===== config.mk =====
export PLATFORM = sky130hd
export DESIGN_NAME = img_controller
export DESIGN_NICKNAME = d
export VERILOG_FILES = /design/src/img_pkg.sv /design/src/fletcher_checksum.sv /design/src/frame_buffer.sv /design/src/img_controller.sv /design/src/pixel_capture.sv /design/src/readout_ctrl.sv
export SDC_FILE = /design/constraint.sdc
export NUM_CORES = 2
export LEC_CHECK = 0
export BUFFER_PORTS_ARGS = -buffer_cell sky130_fd_sc_hd__clkbuf_2
export CAP_MARGIN = 25
export CELL_PAD_IN_SITES_DETAIL_PLACEMENT = 1
export CELL_PAD_IN_SITES_GLOBAL_PLACEMENT = 2
export CORE_MARGIN = 2
export CORE_UTILIZATION = 45
export DETAILED_ROUTE_END_ITERATION = 8
export PLACE_DENSITY_LB_ADDON = 0.1
export SLEW_MARGIN = 20
export SYNTH_ARGS = -nofsm -noshare
export SYNTH_HDL_FRONTEND = slang
export SYNTH_SLANG_ARGS = --single-unit
export TNS_END_PERCENT = 50

===== constraint.sdc =====
create_clock -name clk -period 17 [get_ports clk]
set_input_delay 0 -clock clk [delete_from_list [all_inputs] [get_ports clk]]
set_output_delay 0 -clock clk [all_outputs]
set_load 0.01 [all_outputs]

===== src/img_pkg.sv =====
package img_pkg;

    // ========================================
    // Frame geometry and readout word counts
    // ========================================
    localparam int img_width = 16;
    localparam int img_height = 16;
    localparam int pixel_count = img_width * img_height;

    localparam int header_word_count = 4;
    localparam int checksum_word_count = 2;
    localparam int padding_word_count = 2;

    // Width of the highlight and shadow counters
    localparam int stat_width = 18;

    localparam int addr_width = $clog2(pixel_count);
    localparam int phase_word_total = header_word_count + checksum_word_count +
                                      padding_word_count;

    // ========================================
    // Types
    // ========================================
    typedef logic [11:0] pixel_t;
    typedef logic [15:0] word_t;
    typedef logic [addr_width-1:0] addr_t;
    typedef logic [addr_width:0] count_t;
    typedef logic [stat_width-1:0] stat_t;
    typedef logic [header_word_count*16-1:0] header_t;
    typedef logic [31:0] checksum_t;

    // Readout position within the frame for the thumbnail filter
    typedef logic [$clog2(img_width)-1:0] col_t;
    typedef logic [$clog2(img_height)-1:0] row_t;

    // Words left in a header, checksum or padding phase
    typedef logic [$clog2(phase_word_total)-1:0] phase_count_t;

    typedef enum logic [1:0] {
        cap_idle,
        cap_wait_frame,
        cap_skip_check,
        cap_capture
    } capture_state_t;

    typedef enum logic [2:0] {
        ro_idle,
        ro_header,
        ro_pixels,
        ro_drain,
        ro_checksum,
        ro_padding
    } readout_state_t;

endpackage


===== src/fletcher_checksum.sv =====
`timescale 1ns/1ps

module fletcher_checksum (
    input  logic                clk,
    input  logic                reset,
    input  logic                clear,
    input  logic                add,
    input  img_pkg::word_t      din,
    output img_pkg::checksum_t  dout
);
    logic [15:0] sum1;
    logic [15:0] sum2;
    logic [15:0] sum1_next;
    logic [15:0] sum2_next;

    // Addition modulo 65535
    function automatic logic [15:0] mod_add(input logic [15:0] a, input logic [15:0] b);
        logic [16:0] s;
        s = {1'b0, a} + {1'b0, b};
        if (s >= 17'd65535) begin
            s = s - 17'd65535;
        end
        return s[15:0];
    endfunction

    assign sum1_next = mod_add(sum1, din);
    // Second sum accumulates the updated first sum
    assign sum2_next = mod_add(sum2, sum1_next);

    always_ff @(posedge clk) begin
        if (reset || clear) begin
            sum1 <= '0;
            sum2 <= '0;
        end else if (add) begin
            sum1 <= sum1_next;
            sum2 <= sum2_next;
        end
    end

    assign dout = {sum2, sum1};

endmodule


===== src/frame_buffer.sv =====
`timescale 1ns/1ps

module frame_buffer (
    input  logic            clk,
    input  logic            wr_en,
    input  img_pkg::addr_t  wr_addr,
    input  img_pkg::word_t  wr_data,
    input  logic            rd_en,
    input  img_pkg::addr_t  rd_addr,
    output img_pkg::word_t  rd_data
);
    // One frame of packed pixel words
    img_pkg::word_t mem [img_pkg::pixel_count];

    always_ff @(posedge clk) begin
        if (wr_en) begin
            mem[wr_addr] <= wr_data;
        end
    end

    // Registered read that holds its value while rd_en is low
    always_ff @(posedge clk) begin
        if (rd_en) begin
            rd_data <= mem[rd_addr];
        end
    end

endmodule


===== src/img_controller.sv =====
`timescale 1ns/1ps

module img_controller (
    input  logic                clk,
    input  logic                reset,
    input  logic                cmd_capture,
    input  logic                cmd_readout,
    input  logic                cmd_skip_count,
    input  img_pkg::header_t    cmd_header,
    input  logic                cmd_thumb,
    input  logic                readout_trigger,
    input  logic                img_fv,
    input  logic                img_lv,
    input  img_pkg::pixel_t     img_d,
    output logic                readout_start,
    output logic                readout_ready,
    output img_pkg::word_t      readout_data,
    output logic                capture_done,
    output img_pkg::count_t     capture_pixel_count,
    output img_pkg::stat_t      capture_highlight_count,
    output img_pkg::stat_t      capture_shadow_count
);
    // Frame buffer ports
    logic               wr_en;
    img_pkg::addr_t     wr_addr;
    img_pkg::word_t     wr_data;
    logic               rd_en;
    img_pkg::addr_t     rd_addr;
    img_pkg::word_t     rd_data;

    // Checksum ports
    logic               checksum_clear;
    logic               checksum_add;
    img_pkg::word_t     checksum_din;
    img_pkg::checksum_t checksum;

    pixel_capture i_pixel_capture (
        .clk                     (clk),
        .reset                   (reset),
        .cmd_capture             (cmd_capture),
        .cmd_skip_count          (cmd_skip_count),
        .img_fv                  (img_fv),
        .img_lv                  (img_lv),
        .img_d                   (img_d),
        .wr_en                   (wr_en),
        .wr_addr                 (wr_addr),
        .wr_data                 (wr_data),
        .capture_done            (capture_done),
        .capture_pixel_count     (capture_pixel_count),
        .capture_highlight_count (capture_highlight_count),
        .capture_shadow_count    (capture_shadow_count)
    );

    frame_buffer i_frame_buffer (
        .clk     (clk),
        .wr_en   (wr_en),
        .wr_addr (wr_addr),
        .wr_data (wr_data),
        .rd_en   (rd_en),
        .rd_addr (rd_addr),
        .rd_data (rd_data)
    );

    fletcher_checksum i_fletcher_checksum (
        .clk   (clk),
        .reset (reset),
        .clear (checksum_clear),
        .add   (checksum_add),
        .din   (checksum_din),
        .dout  (checksum)
    );

    readout_ctrl i_readout_ctrl (
        .clk             (clk),
        .reset           (reset),
        .cmd_readout     (cmd_readout),
        .cmd_header      (cmd_header),
        .cmd_thumb       (cmd_thumb),
        .readout_trigger (readout_trigger),
        .rd_data         (rd_data),
        .checksum        (checksum),
        .readout_start   (readout_start),
        .readout_ready   (readout_ready),
        .readout_data    (readout_data),
        .rd_en           (rd_en),
        .rd_addr         (rd_addr),
        .checksum_clear  (checksum_clear),
        .checksum_add    (checksum_add),
        .checksum_din    (checksum_din)
    );

endmodule


===== src/pixel_capture.sv =====
`timescale 1ns/1ps

module pixel_capture (
    input  logic                    clk,
    input  logic                    reset,
    input  logic                    cmd_capture,
    input  logic                    cmd_skip_count,
    input  logic                    img_fv,
    input  logic                    img_lv,
    input  img_pkg::pixel_t         img_d,
    output logic                    wr_en,
    output img_pkg::addr_t          wr_addr,
    output img_pkg::word_t          wr_data,
    output logic                    capture_done,
    output img_pkg::count_t         capture_pixel_count,
    output img_pkg::stat_t          capture_highlight_count,
    output img_pkg::stat_t          capture_shadow_count
);
    img_pkg::capture_state_t state;

    // Sensor inputs after one register stage
    logic            fv_q;
    logic            lv_q;
    img_pkg::pixel_t d_q;
    logic            fv_prev;
    logic            lv_prev;

    logic            frame_start;
    logic            line_end;
    logic            write_ok;
    logic [1:0]      col;
    logic [1:0]      row;
    logic            skip_count;
    logic            done_pending;
    logic            sample_en;
    img_pkg::pixel_t sample_px;

    assign frame_start = fv_q && !fv_prev;
    assign line_end = lv_prev && !lv_q;

    // Words beyond the end of the buffer are dropped
    assign write_ok = (state == img_pkg::cap_capture) && lv_q &&
                      (capture_pixel_count < img_pkg::count_t'(img_pkg::pixel_count));

    // ========================================
    // Pixel data path
    // ========================================
    always_ff @(posedge clk) begin
        d_q <= img_d;
        // Little-endian word with the low pixel byte first
        wr_data <= {d_q[7:0], 4'b0000, d_q[11:8]};
        wr_addr <= capture_pixel_count[img_pkg::addr_width-1:0];
        sample_px <= d_q;
    end

    // ========================================
    // Frame tracking and capture control
    // ========================================
    always_ff @(posedge clk) begin
        if (reset) begin
            state <= img_pkg::cap_idle;
            fv_q <= 1'b0;
            lv_q <= 1'b0;
            fv_prev <= 1'b0;
            lv_prev <= 1'b0;
            col <= '0;
            row <= '0;
            skip_count <= 1'b0;
            wr_en <= 1'b0;
            sample_en <= 1'b0;
            done_pending <= 1'b0;
            capture_done <= 1'b0;
            capture_pixel_count <= '0;
            capture_highlight_count <= '0;
            capture_shadow_count <= '0;
        end else begin
            fv_q <= img_fv;
            lv_q <= img_lv;
            fv_prev <= fv_q;
            lv_prev <= lv_q;
            wr_en <= write_ok;
            done_pending <= 1'b0;
            capture_done <= done_pending;

            // 4x4 sampling grid position
            if (!lv_q) begin
                col <= '0;
            end else begin
                col <= col + 1'b1;
            end
            if (!fv_q) begin
                row <= '0;
            end else if (line_end) begin
                row <= row + 1'b1;
            end

            sample_en <= write_ok && (col == 2'd0) && (row == 2'd0);
            if (write_ok) begin
                capture_pixel_count <= capture_pixel_count + 1'b1;
            end

            // Top seven bits decide highlight or shadow
            if (sample_en) begin
                if (&sample_px[11:5]) begin
                    capture_highlight_count <= capture_highlight_count + 1'b1;
                end else if (sample_px[11:5] == 7'd0) begin
                    capture_shadow_count <= capture_shadow_count + 1'b1;
                end
            end

            case (state)
                img_pkg::cap_wait_frame: begin
                    if (frame_start) begin
                        state <= img_pkg::cap_skip_check;
                    end
                end
                img_pkg::cap_skip_check: begin
                    skip_count <= skip_count - 1'b1;
                    if (skip_count != 1'b0) begin
                        state <= img_pkg::cap_wait_frame;
                    end else begin
                        state <= img_pkg::cap_capture;
                    end
                end
                img_pkg::cap_capture: begin
                    if (!fv_q) begin
                        done_pending <= 1'b1;
                        state <= img_pkg::cap_idle;
                    end
                end
                default: begin
                end
            endcase

            // A new command restarts capture from any state
            if (cmd_capture) begin
                state <= img_pkg::cap_wait_frame;
                skip_count <= cmd_skip_count;
                capture_pixel_count <= '0;
                capture_highlight_count <= '0;
                capture_shadow_count <= '0;
            end
        end
    end

endmodule


===== src/readout_ctrl.sv =====
`timescale 1ns/1ps

module readout_ctrl (
    input  logic                clk,
    input  logic                reset,
    input  logic                cmd_readout,
    input  img_pkg::header_t    cmd_header,
    input  logic                cmd_thumb,
    input  logic                readout_trigger,
    input  img_pkg::word_t      rd_data,
    input  img_pkg::checksum_t  checksum,
    output logic                readout_start,
    output logic                readout_ready,
    output img_pkg::word_t      readout_data,
    output logic                rd_en,
    output img_pkg::addr_t      rd_addr,
    output logic                checksum_clear,
    output logic                checksum_add,
    output img_pkg::word_t      checksum_din
);
    img_pkg::readout_state_t state;

    // Shift register and word counter for header, checksum and padding
    img_pkg::header_t        shift;
    img_pkg::phase_count_t   word_count;
    img_pkg::word_t          shift_word;
    logic                    last_word;
    logic                    shift_step;

    // Pixel phase
    logic                    thumb;
    img_pkg::col_t           col;
    img_pkg::row_t           row;
    logic                    keep;
    logic                    issue_done;
    logic                    pend;
    logic                    pend_keep;

    logic                    xfer;
    logic                    out_free;
    img_pkg::checksum_t      checksum_rev;

    assign xfer = readout_ready && readout_trigger;
    // Output register is empty or drains this cycle
    assign out_free = !readout_ready || readout_trigger;

    assign shift_word = shift[$bits(img_pkg::header_t)-1 -: 16];
    assign last_word = (word_count == '0);
    assign shift_step = xfer && !last_word &&
                        (state inside {img_pkg::ro_header, img_pkg::ro_checksum,
                                       img_pkg::ro_padding});

    // Upper-left 2x2 corner of every 8x8 group
    assign keep = !thumb || ((col[2:1] == 2'b00) && (row[2:1] == 2'b00));
    assign rd_en = (state == img_pkg::ro_pixels) && !issue_done && out_free;

    // Checksum sees each accepted header and pixel word byte-swapped
    assign checksum_clear = cmd_readout;
    assign checksum_add = xfer &&
                          ((state == img_pkg::ro_header) || (state == img_pkg::ro_pixels));
    assign checksum_din = {readout_data[7:0], readout_data[15:8]};

    // Four checksum bytes in reversed order
    assign checksum_rev = {checksum[7:0], checksum[15:8], checksum[23:16], checksum[31:24]};

    always_ff @(posedge clk) begin
        if (reset) begin
            state <= img_pkg::ro_idle;
            readout_start <= 1'b0;
            readout_ready <= 1'b0;
            word_count <= '0;
            thumb <= 1'b0;
            rd_addr <= '0;
            col <= '0;
            row <= '0;
            issue_done <= 1'b0;
            pend <= 1'b0;
            pend_keep <= 1'b0;
        end else begin
            readout_start <= cmd_readout;

            // ========================================
            // Buffer read issue
            // ========================================
            // rd_data holds a word until it moves to the output register
            pend <= rd_en || (pend && !out_free);
            if (rd_en) begin
                pend_keep <= keep;
                rd_addr <= rd_addr + 1'b1;
                issue_done <= (rd_addr == img_pkg::addr_t'(img_pkg::pixel_count - 1));
                if (col == img_pkg::col_t'(img_pkg::img_width - 1)) begin
                    col <= '0;
                    row <= row + 1'b1;
                end else begin
                    col <= col + 1'b1;
                end
            end

            if (shift_step) begin
                readout_data <= shift_word;
                shift <= shift << 16;
                word_count <= word_count - 1'b1;
            end

            // ========================================
            // Phase sequencing
            // ========================================
            case (state)
                img_pkg::ro_header: begin
                    if (xfer && last_word) begin
                        readout_ready <= 1'b0;
                        state <= img_pkg::ro_pixels;
                    end
                end
                img_pkg::ro_pixels: begin
                    if (out_free) begin
                        readout_ready <= 1'b0;
                        if (pend) begin
                            readout_data <= rd_data;
                            readout_ready <= pend_keep;
                        end else if (issue_done) begin
                            state <= img_pkg::ro_drain;
                        end
                    end
                end
                img_pkg::ro_drain: begin
                    readout_data <= checksum_rev[31:16];
                    shift <= {checksum_rev[15:0], {($bits(img_pkg::header_t) - 16){1'b0}}};
                    word_count <= img_pkg::phase_count_t'(img_pkg::checksum_word_count - 1);
                    readout_ready <= 1'b1;
                    state <= img_pkg::ro_checksum;
                end
                img_pkg::ro_checksum: begin
                    if (xfer && last_word) begin
                        readout_data <= '0;
                        word_count <= img_pkg::phase_count_t'(img_pkg::padding_word_count - 1);
                        state <= img_pkg::ro_padding;
                    end
                end
                img_pkg::ro_padding: begin
                    if (xfer && last_word) begin
                        readout_ready <= 1'b0;
                        state <= img_pkg::ro_idle;
                    end
                end
                default: begin
                end
            endcase

            // Restart presents the first header word on the next cycle
            if (cmd_readout) begin
                readout_data <= cmd_header[$bits(img_pkg::header_t)-1 -: 16];
                shift <= cmd_header << 16;
                word_count <= img_pkg::phase_count_t'(img_pkg::header_word_count - 1);
                readout_ready <= 1'b1;
                thumb <= cmd_thumb;
                rd_addr <= '0;
                col <= '0;
                row <= '0;
                issue_done <= 1'b0;
                pend <= 1'b0;
                state <= img_pkg::ro_header;
            end
        end
    end

endmodule


==> results.rst <==
.. list-table::
   :header-rows: 1

   * - Metric
     - Value
   * - Crit Path Class
     - flip-flop to flip-flop
   * - Setup repair bufs after CTS
     - 0
   * - TritonCTS Buffers
     - 352
   * - Final hold slack
     - 0.0403 ns
   * - 1st-pass router iterations
     - 5
   * - Final-report max-slew violation count
     - 0
   * - Post-DRT Antenna Nets
     - 0
   * - Power Internal
     - 13.4 mW
   * - Syn_nets
     - 6101
   * - Top-level port count
     - 149
   * - Routed len/inst
     - 32.5 µm
   * - Part of the power in the clock network
     - 0.451
   * - Final setup vio count
     - 0
   * - Post-placement cell count
     - 9841
   * - Fraction of power consumed by sequential logic
     - 0.530
   * - Sequential area share after synthesis
     - 0.753
   * - Die outline area
     - a little under 300000 µm²
   * - Final Cell Area
     - 151000 µm²
   * - Kind of start point of the critical path
     - flip-flop
   * - Leakage
     - 46.1 nW
   * - Growth of design area from synthesis to finish
     - 16.2%
   * - Violation count after the first detailed-routing iteration
     - 6404
   * - Count of vias placed by the detailed router
     - approximately 64000
   * - Number of standard-cell rows in the floorplan
     - 197
   * - GRT Total Usage
     - 0.241
   * - Worst slew margin relative to its limit
     - 0.248
   * - Layout cell share with drive strength beyond 1
     - 0.306
   * - Combinational share of power
     - 0.019
   * - Placed inst area
     - 136000 µm²
   * - Number of enable-type register cells in the synthesized netlist
     - roughly 3100
   * - CTS clock-pin slew for the worst setup and hold paths
     - 0.06 ns
   * - Placer congestion estimate
     - 0.812
   * - Peak fanout along the critical path
     - 8
   * - DRC violations left
     - 0
   * - Ys async rst share
     - 0
   * - Via density per instance
     - between 5 and 6
   * - Flip-flop cell with the highest count after synthesis
     - sky130_fd_sc_hd__edfxtp_1
   * - Detailed-placement wirelength estimate
     - 211000 µm
   * - Count of distinct cell types in the synthesized netlist
     - 89
   * - IO buf count
     - 148
   * - Cts hold-fix bufs
     - 255
   * - Critical path endpoint category
     - flip-flop
   * - Outcome
     - completed
   * - Area of the core region
     - around 290000 µm²
   * - Cell with the most instances after synthesis
     - sky130_fd_sc_hd__edfxtp_1
   * - Largest net degree at the start of global routing
     - ~130
   * - TritonCTS clock tree
     - done
   * - Mapped cell area
     - ~130000 µm²
   * - Count of synthesis-stage warnings from yosys
     - 0
   * - Synthesized flop and latch total
     - 3299
   * - Clock Skews
     - 0.0366 ns
   * - NetSw
     - 3.49 mW
   * - Worst ir drop on vdd
     - 0.0820 mV
   * - Y dimension of the die
     - 541 µm
   * - Tmin final
     - 7.24 ns
   * - Final number of hold-violating endpoints
     - 0
   * - PwrDens
     - 112 nW/µm²
   * - Number of cells produced by synthesis
     - a little under 6000
   * - WP data arrival
     - 8.06 ns
   * - Sw Share
     - 0.207
   * - Top cell types by occurrence after synthesis
     - sky130_fd_sc_hd__edfxtp_1, sky130_fd_sc_hd__mux4_2, sky130_fd_sc_hd__nor2_1
   * - Fin nets
     - 6819
   * - Total chip power
     - 16.9 mW
   * - Initial core utilization
     - 0.451
   * - Cell chosen for the clock root
     - sky130_fd_sc_hd__clkbuf_16
   * - Share of the synthesized area in the top cell type
     - 0.729
   * - Cell type with the highest aggregate area in the netlist
     - sky130_fd_sc_hd__edfxtp_1
   * - Leading post-synthesis cells by cell area
     - sky130_fd_sc_hd__edfxtp_1, sky130_fd_sc_hd__mux4_2, sky130_fd_sc_hd__dfxtp_1, sky130_fd_sc_hd__nor2_1, sky130_fd_sc_hd__clkbuf_1
   * - Data required time at the worst endpoint
     - 17.82 ns
   * - Setup repair after global routing missed its margin
     - false
   * - Actual transition at the worst max-transition pin
     - approximately 1.1 ns
   * - Total routed wirelength
     - 350000 µm
   * - Vias in the first global route
     - 67100
   * - Later-pin clock latency in the skew report
     - between 0.9 and 1 ns
   * - Fin Setup TNS
     - 0 ns
   * - Filler cell count in the final layout
     - 24900
   * - Classification of the worst-slack hold path
     - input port to flip-flop
   * - CTS Sinks
     - 3299
   * - Initial antenna violation count
     - 16
   * - Number of H-tree branching levels
     - 5
   * - CTS Buffer Depth
     - 4
   * - Wire length of the first global-routing pass
     - 505000 µm
   * - Number of cells upsized or downsized after cts
     - 0
   * - Max_cap viols
     - 0
   * - Period Utilization, post-route
     - 0.426
   * - Global route overflow
     - 0
   * - Synthesized area divided by synthesized cell count
     - 21.7 µm²
   * - Finished Layout Cells
     - 10800
   * - X dimension of the die
     - 541 µm
   * - Maximum operating frequency
     - 138 MHz
==> state kept, by name, summed over array words and instances, names as in the netlist, 9 cells and up, named ones only <==
signal                                   flops
i_readout_ctrl.readout_data                 16
i_pixel_capture.capture_shadow_count        18
i_readout_ctrl.shift                        48
i_frame_buffer.mem                        3072
i_pixel_capture.capture_highlight_count     18
i_fletcher_checksum.sum1                    16
i_frame_buffer.rd_data                      12
i_pixel_capture.sample_px                   11
i_pixel_capture.d_q                         12
i_fletcher_checksum.sum2                    16
i_pixel_capture.capture_pixel_count          9
==> kinds of logic (layout without fill, tap and decap cells) <==
kind of cell / count (synthesis) / after routing / synth area share
DFF: 3299 / 3299 / 0.753
muxes: 1076 / 1076 / 0.182
and+or+nand+nor: 803 / 803 / 0.0288
buffers and inverters: 360 / 1369 / 0.0114
AOI/OAI and AO/OA: 312 / 312 / 0.0159
xor gates and xnor gates: 70 / 70 / 0.00479
adders and majority gates: 48 / 48 / 0.00475
other: 0 / 7 / 0
==> power by group through the flow <==
stage	Sequential [mW]	Clock (mW)	Combinational [mW]
2_1_floorplan	9.17	0	0.101
3_3_place_gp	9.11	0	0.258
3_5_place_dp	9.12	0	0.269
4_1_cts	8.94	7.76	0.319
5_1_grt	8.94	8.05	0.350
6_report	8.94	7.61	0.322
==> cell type report <==
type | count | area (µm²) | share of cell area
antenna | 7 | 17.5 | 0.000116
tap | 3781 | 4730 | 0.0314
multi-input combinational | 2309 | 30900 | 0.206
clock inverter | 214 | 2070 | 0.0138
sequential | 3299 | 97600 | 0.649
inverter | 29 | 109 | 0.000723
clock buffer | 431 | 9310 | 0.0618
timing repair buffer | 695 | 5740 | 0.0381
==> layer usage <==
layer,global-route usage,routed length (µm),share of wire
met1,0.352,153000,0.44
met2,0.389,171000,0.49
met3,0.0340,19400,0.055
met4,0.0476,6340,0.018
met5,0,0,0
==> worst paths after layout <==
check / cells after the start / startpoint / to / slack [ns]
max: 23 / i_readout_ctrl.readout_data[8] / i_fletcher_checksum.sum2[5] / 9.76
min: 4 / cmd_header[44] / i_readout_ctrl.shift[60] / 0.04
max reg2reg: 23 / i_readout_ctrl.readout_data[8] / i_fletcher_checksum.sum2[5] / 9.76
min reg2reg: 0 / i_pixel_capture.d_q[9] / i_pixel_capture.sample_px[9] / 0.32
==> layout by cell type (no fill, tap or decap), types with 22 or more instances in the layout <==
| master | count |
|---|---|
| sky130_fd_sc_hd__nand2_1 | 147 |
| sky130_fd_sc_hd__clkbuf_1 | 68 |
| sky130_fd_sc_hd__o21ai_0 | 91 |
| sky130_fd_sc_hd__bufinv_16 | 30 |
| sky130_fd_sc_hd__nor2_1 | 280 |
| sky130_fd_sc_hd__o211ai_1 | 24 |
| sky130_fd_sc_hd__inv_1 | 27 |
| sky130_fd_sc_hd__mux4_2 | 1019 |
| sky130_fd_sc_hd__clkinv_1 | 78 |
| sky130_fd_sc_hd__nand3_1 | 46 |
| sky130_fd_sc_hd__or3_1 | 22 |
| sky130_fd_sc_hd__xor2_1 | 37 |
| sky130_fd_sc_hd__dlygate4sd3_1 | 255 |
| sky130_fd_sc_hd__nor3_1 | 26 |
| sky130_fd_sc_hd__buf_4 | 261 |
| sky130_fd_sc_hd__clkinv_2 | 67 |
| sky130_fd_sc_hd__nand4_1 | 42 |
| sky130_fd_sc_hd__and2_1 | 29 |
| sky130_fd_sc_hd__edfxtp_1 | 3148 |
| sky130_fd_sc_hd__nor2_2 | 91 |
| sky130_fd_sc_hd__clkbuf_16 | 360 |
| sky130_fd_sc_hd__dfxtp_1 | 133 |
| sky130_fd_sc_hd__xnor2_1 | 32 |
| sky130_fd_sc_hd__ha_1 | 46 |
| sky130_fd_sc_hd__clkbuf_2 | 148 |
| sky130_fd_sc_hd__mux2i_1 | 50 |
| sky130_fd_sc_hd__a21oi_1 | 63 |
==> critical path, stage by stage (launching register included) <==
cell and delay [ns]:
sky130_fd_sc_hd__edfxtp_1 0.41, sky130_fd_sc_hd__ha_1 0.27, sky130_fd_sc_hd__fa_1 0.58, sky130_fd_sc_hd__ha_1 0.21, sky130_fd_sc_hd__inv_1 0.11, sky130_fd_sc_hd__nor4b_1 0.51
sky130_fd_sc_hd__o211ai_1 0.28, sky130_fd_sc_hd__a221oi_2 0.32, sky130_fd_sc_hd__o211ai_1 0.27, sky130_fd_sc_hd__nor3_2 0.32, sky130_fd_sc_hd__a21oi_4 0.15, sky130_fd_sc_hd__xnor2_1 0.20
sky130_fd_sc_hd__ha_1 0.21, sky130_fd_sc_hd__inv_1 0.06, sky130_fd_sc_hd__fa_1 0.43, sky130_fd_sc_hd__nand2b_1 0.20, sky130_fd_sc_hd__a211oi_2 0.43, sky130_fd_sc_hd__o2111a_1 0.34
sky130_fd_sc_hd__nor3_1 0.08, sky130_fd_sc_hd__or2_2 0.33, sky130_fd_sc_hd__nor4_1 0.60, sky130_fd_sc_hd__a32o_1 0.49, sky130_fd_sc_hd__nand4_1 0.15, sky130_fd_sc_hd__a31oi_1 0.20
==> stage by stage <==
stage	setup slack [ns]	utilization
final	9.76	0.524
after global routing	9.13	0.524
after CTS	9.83	0.523
after detailed placement	9.88	0.475
after global placement	10.07	0.474
after floorplan	10.95	-
Power figures use the tool's default switching activity.
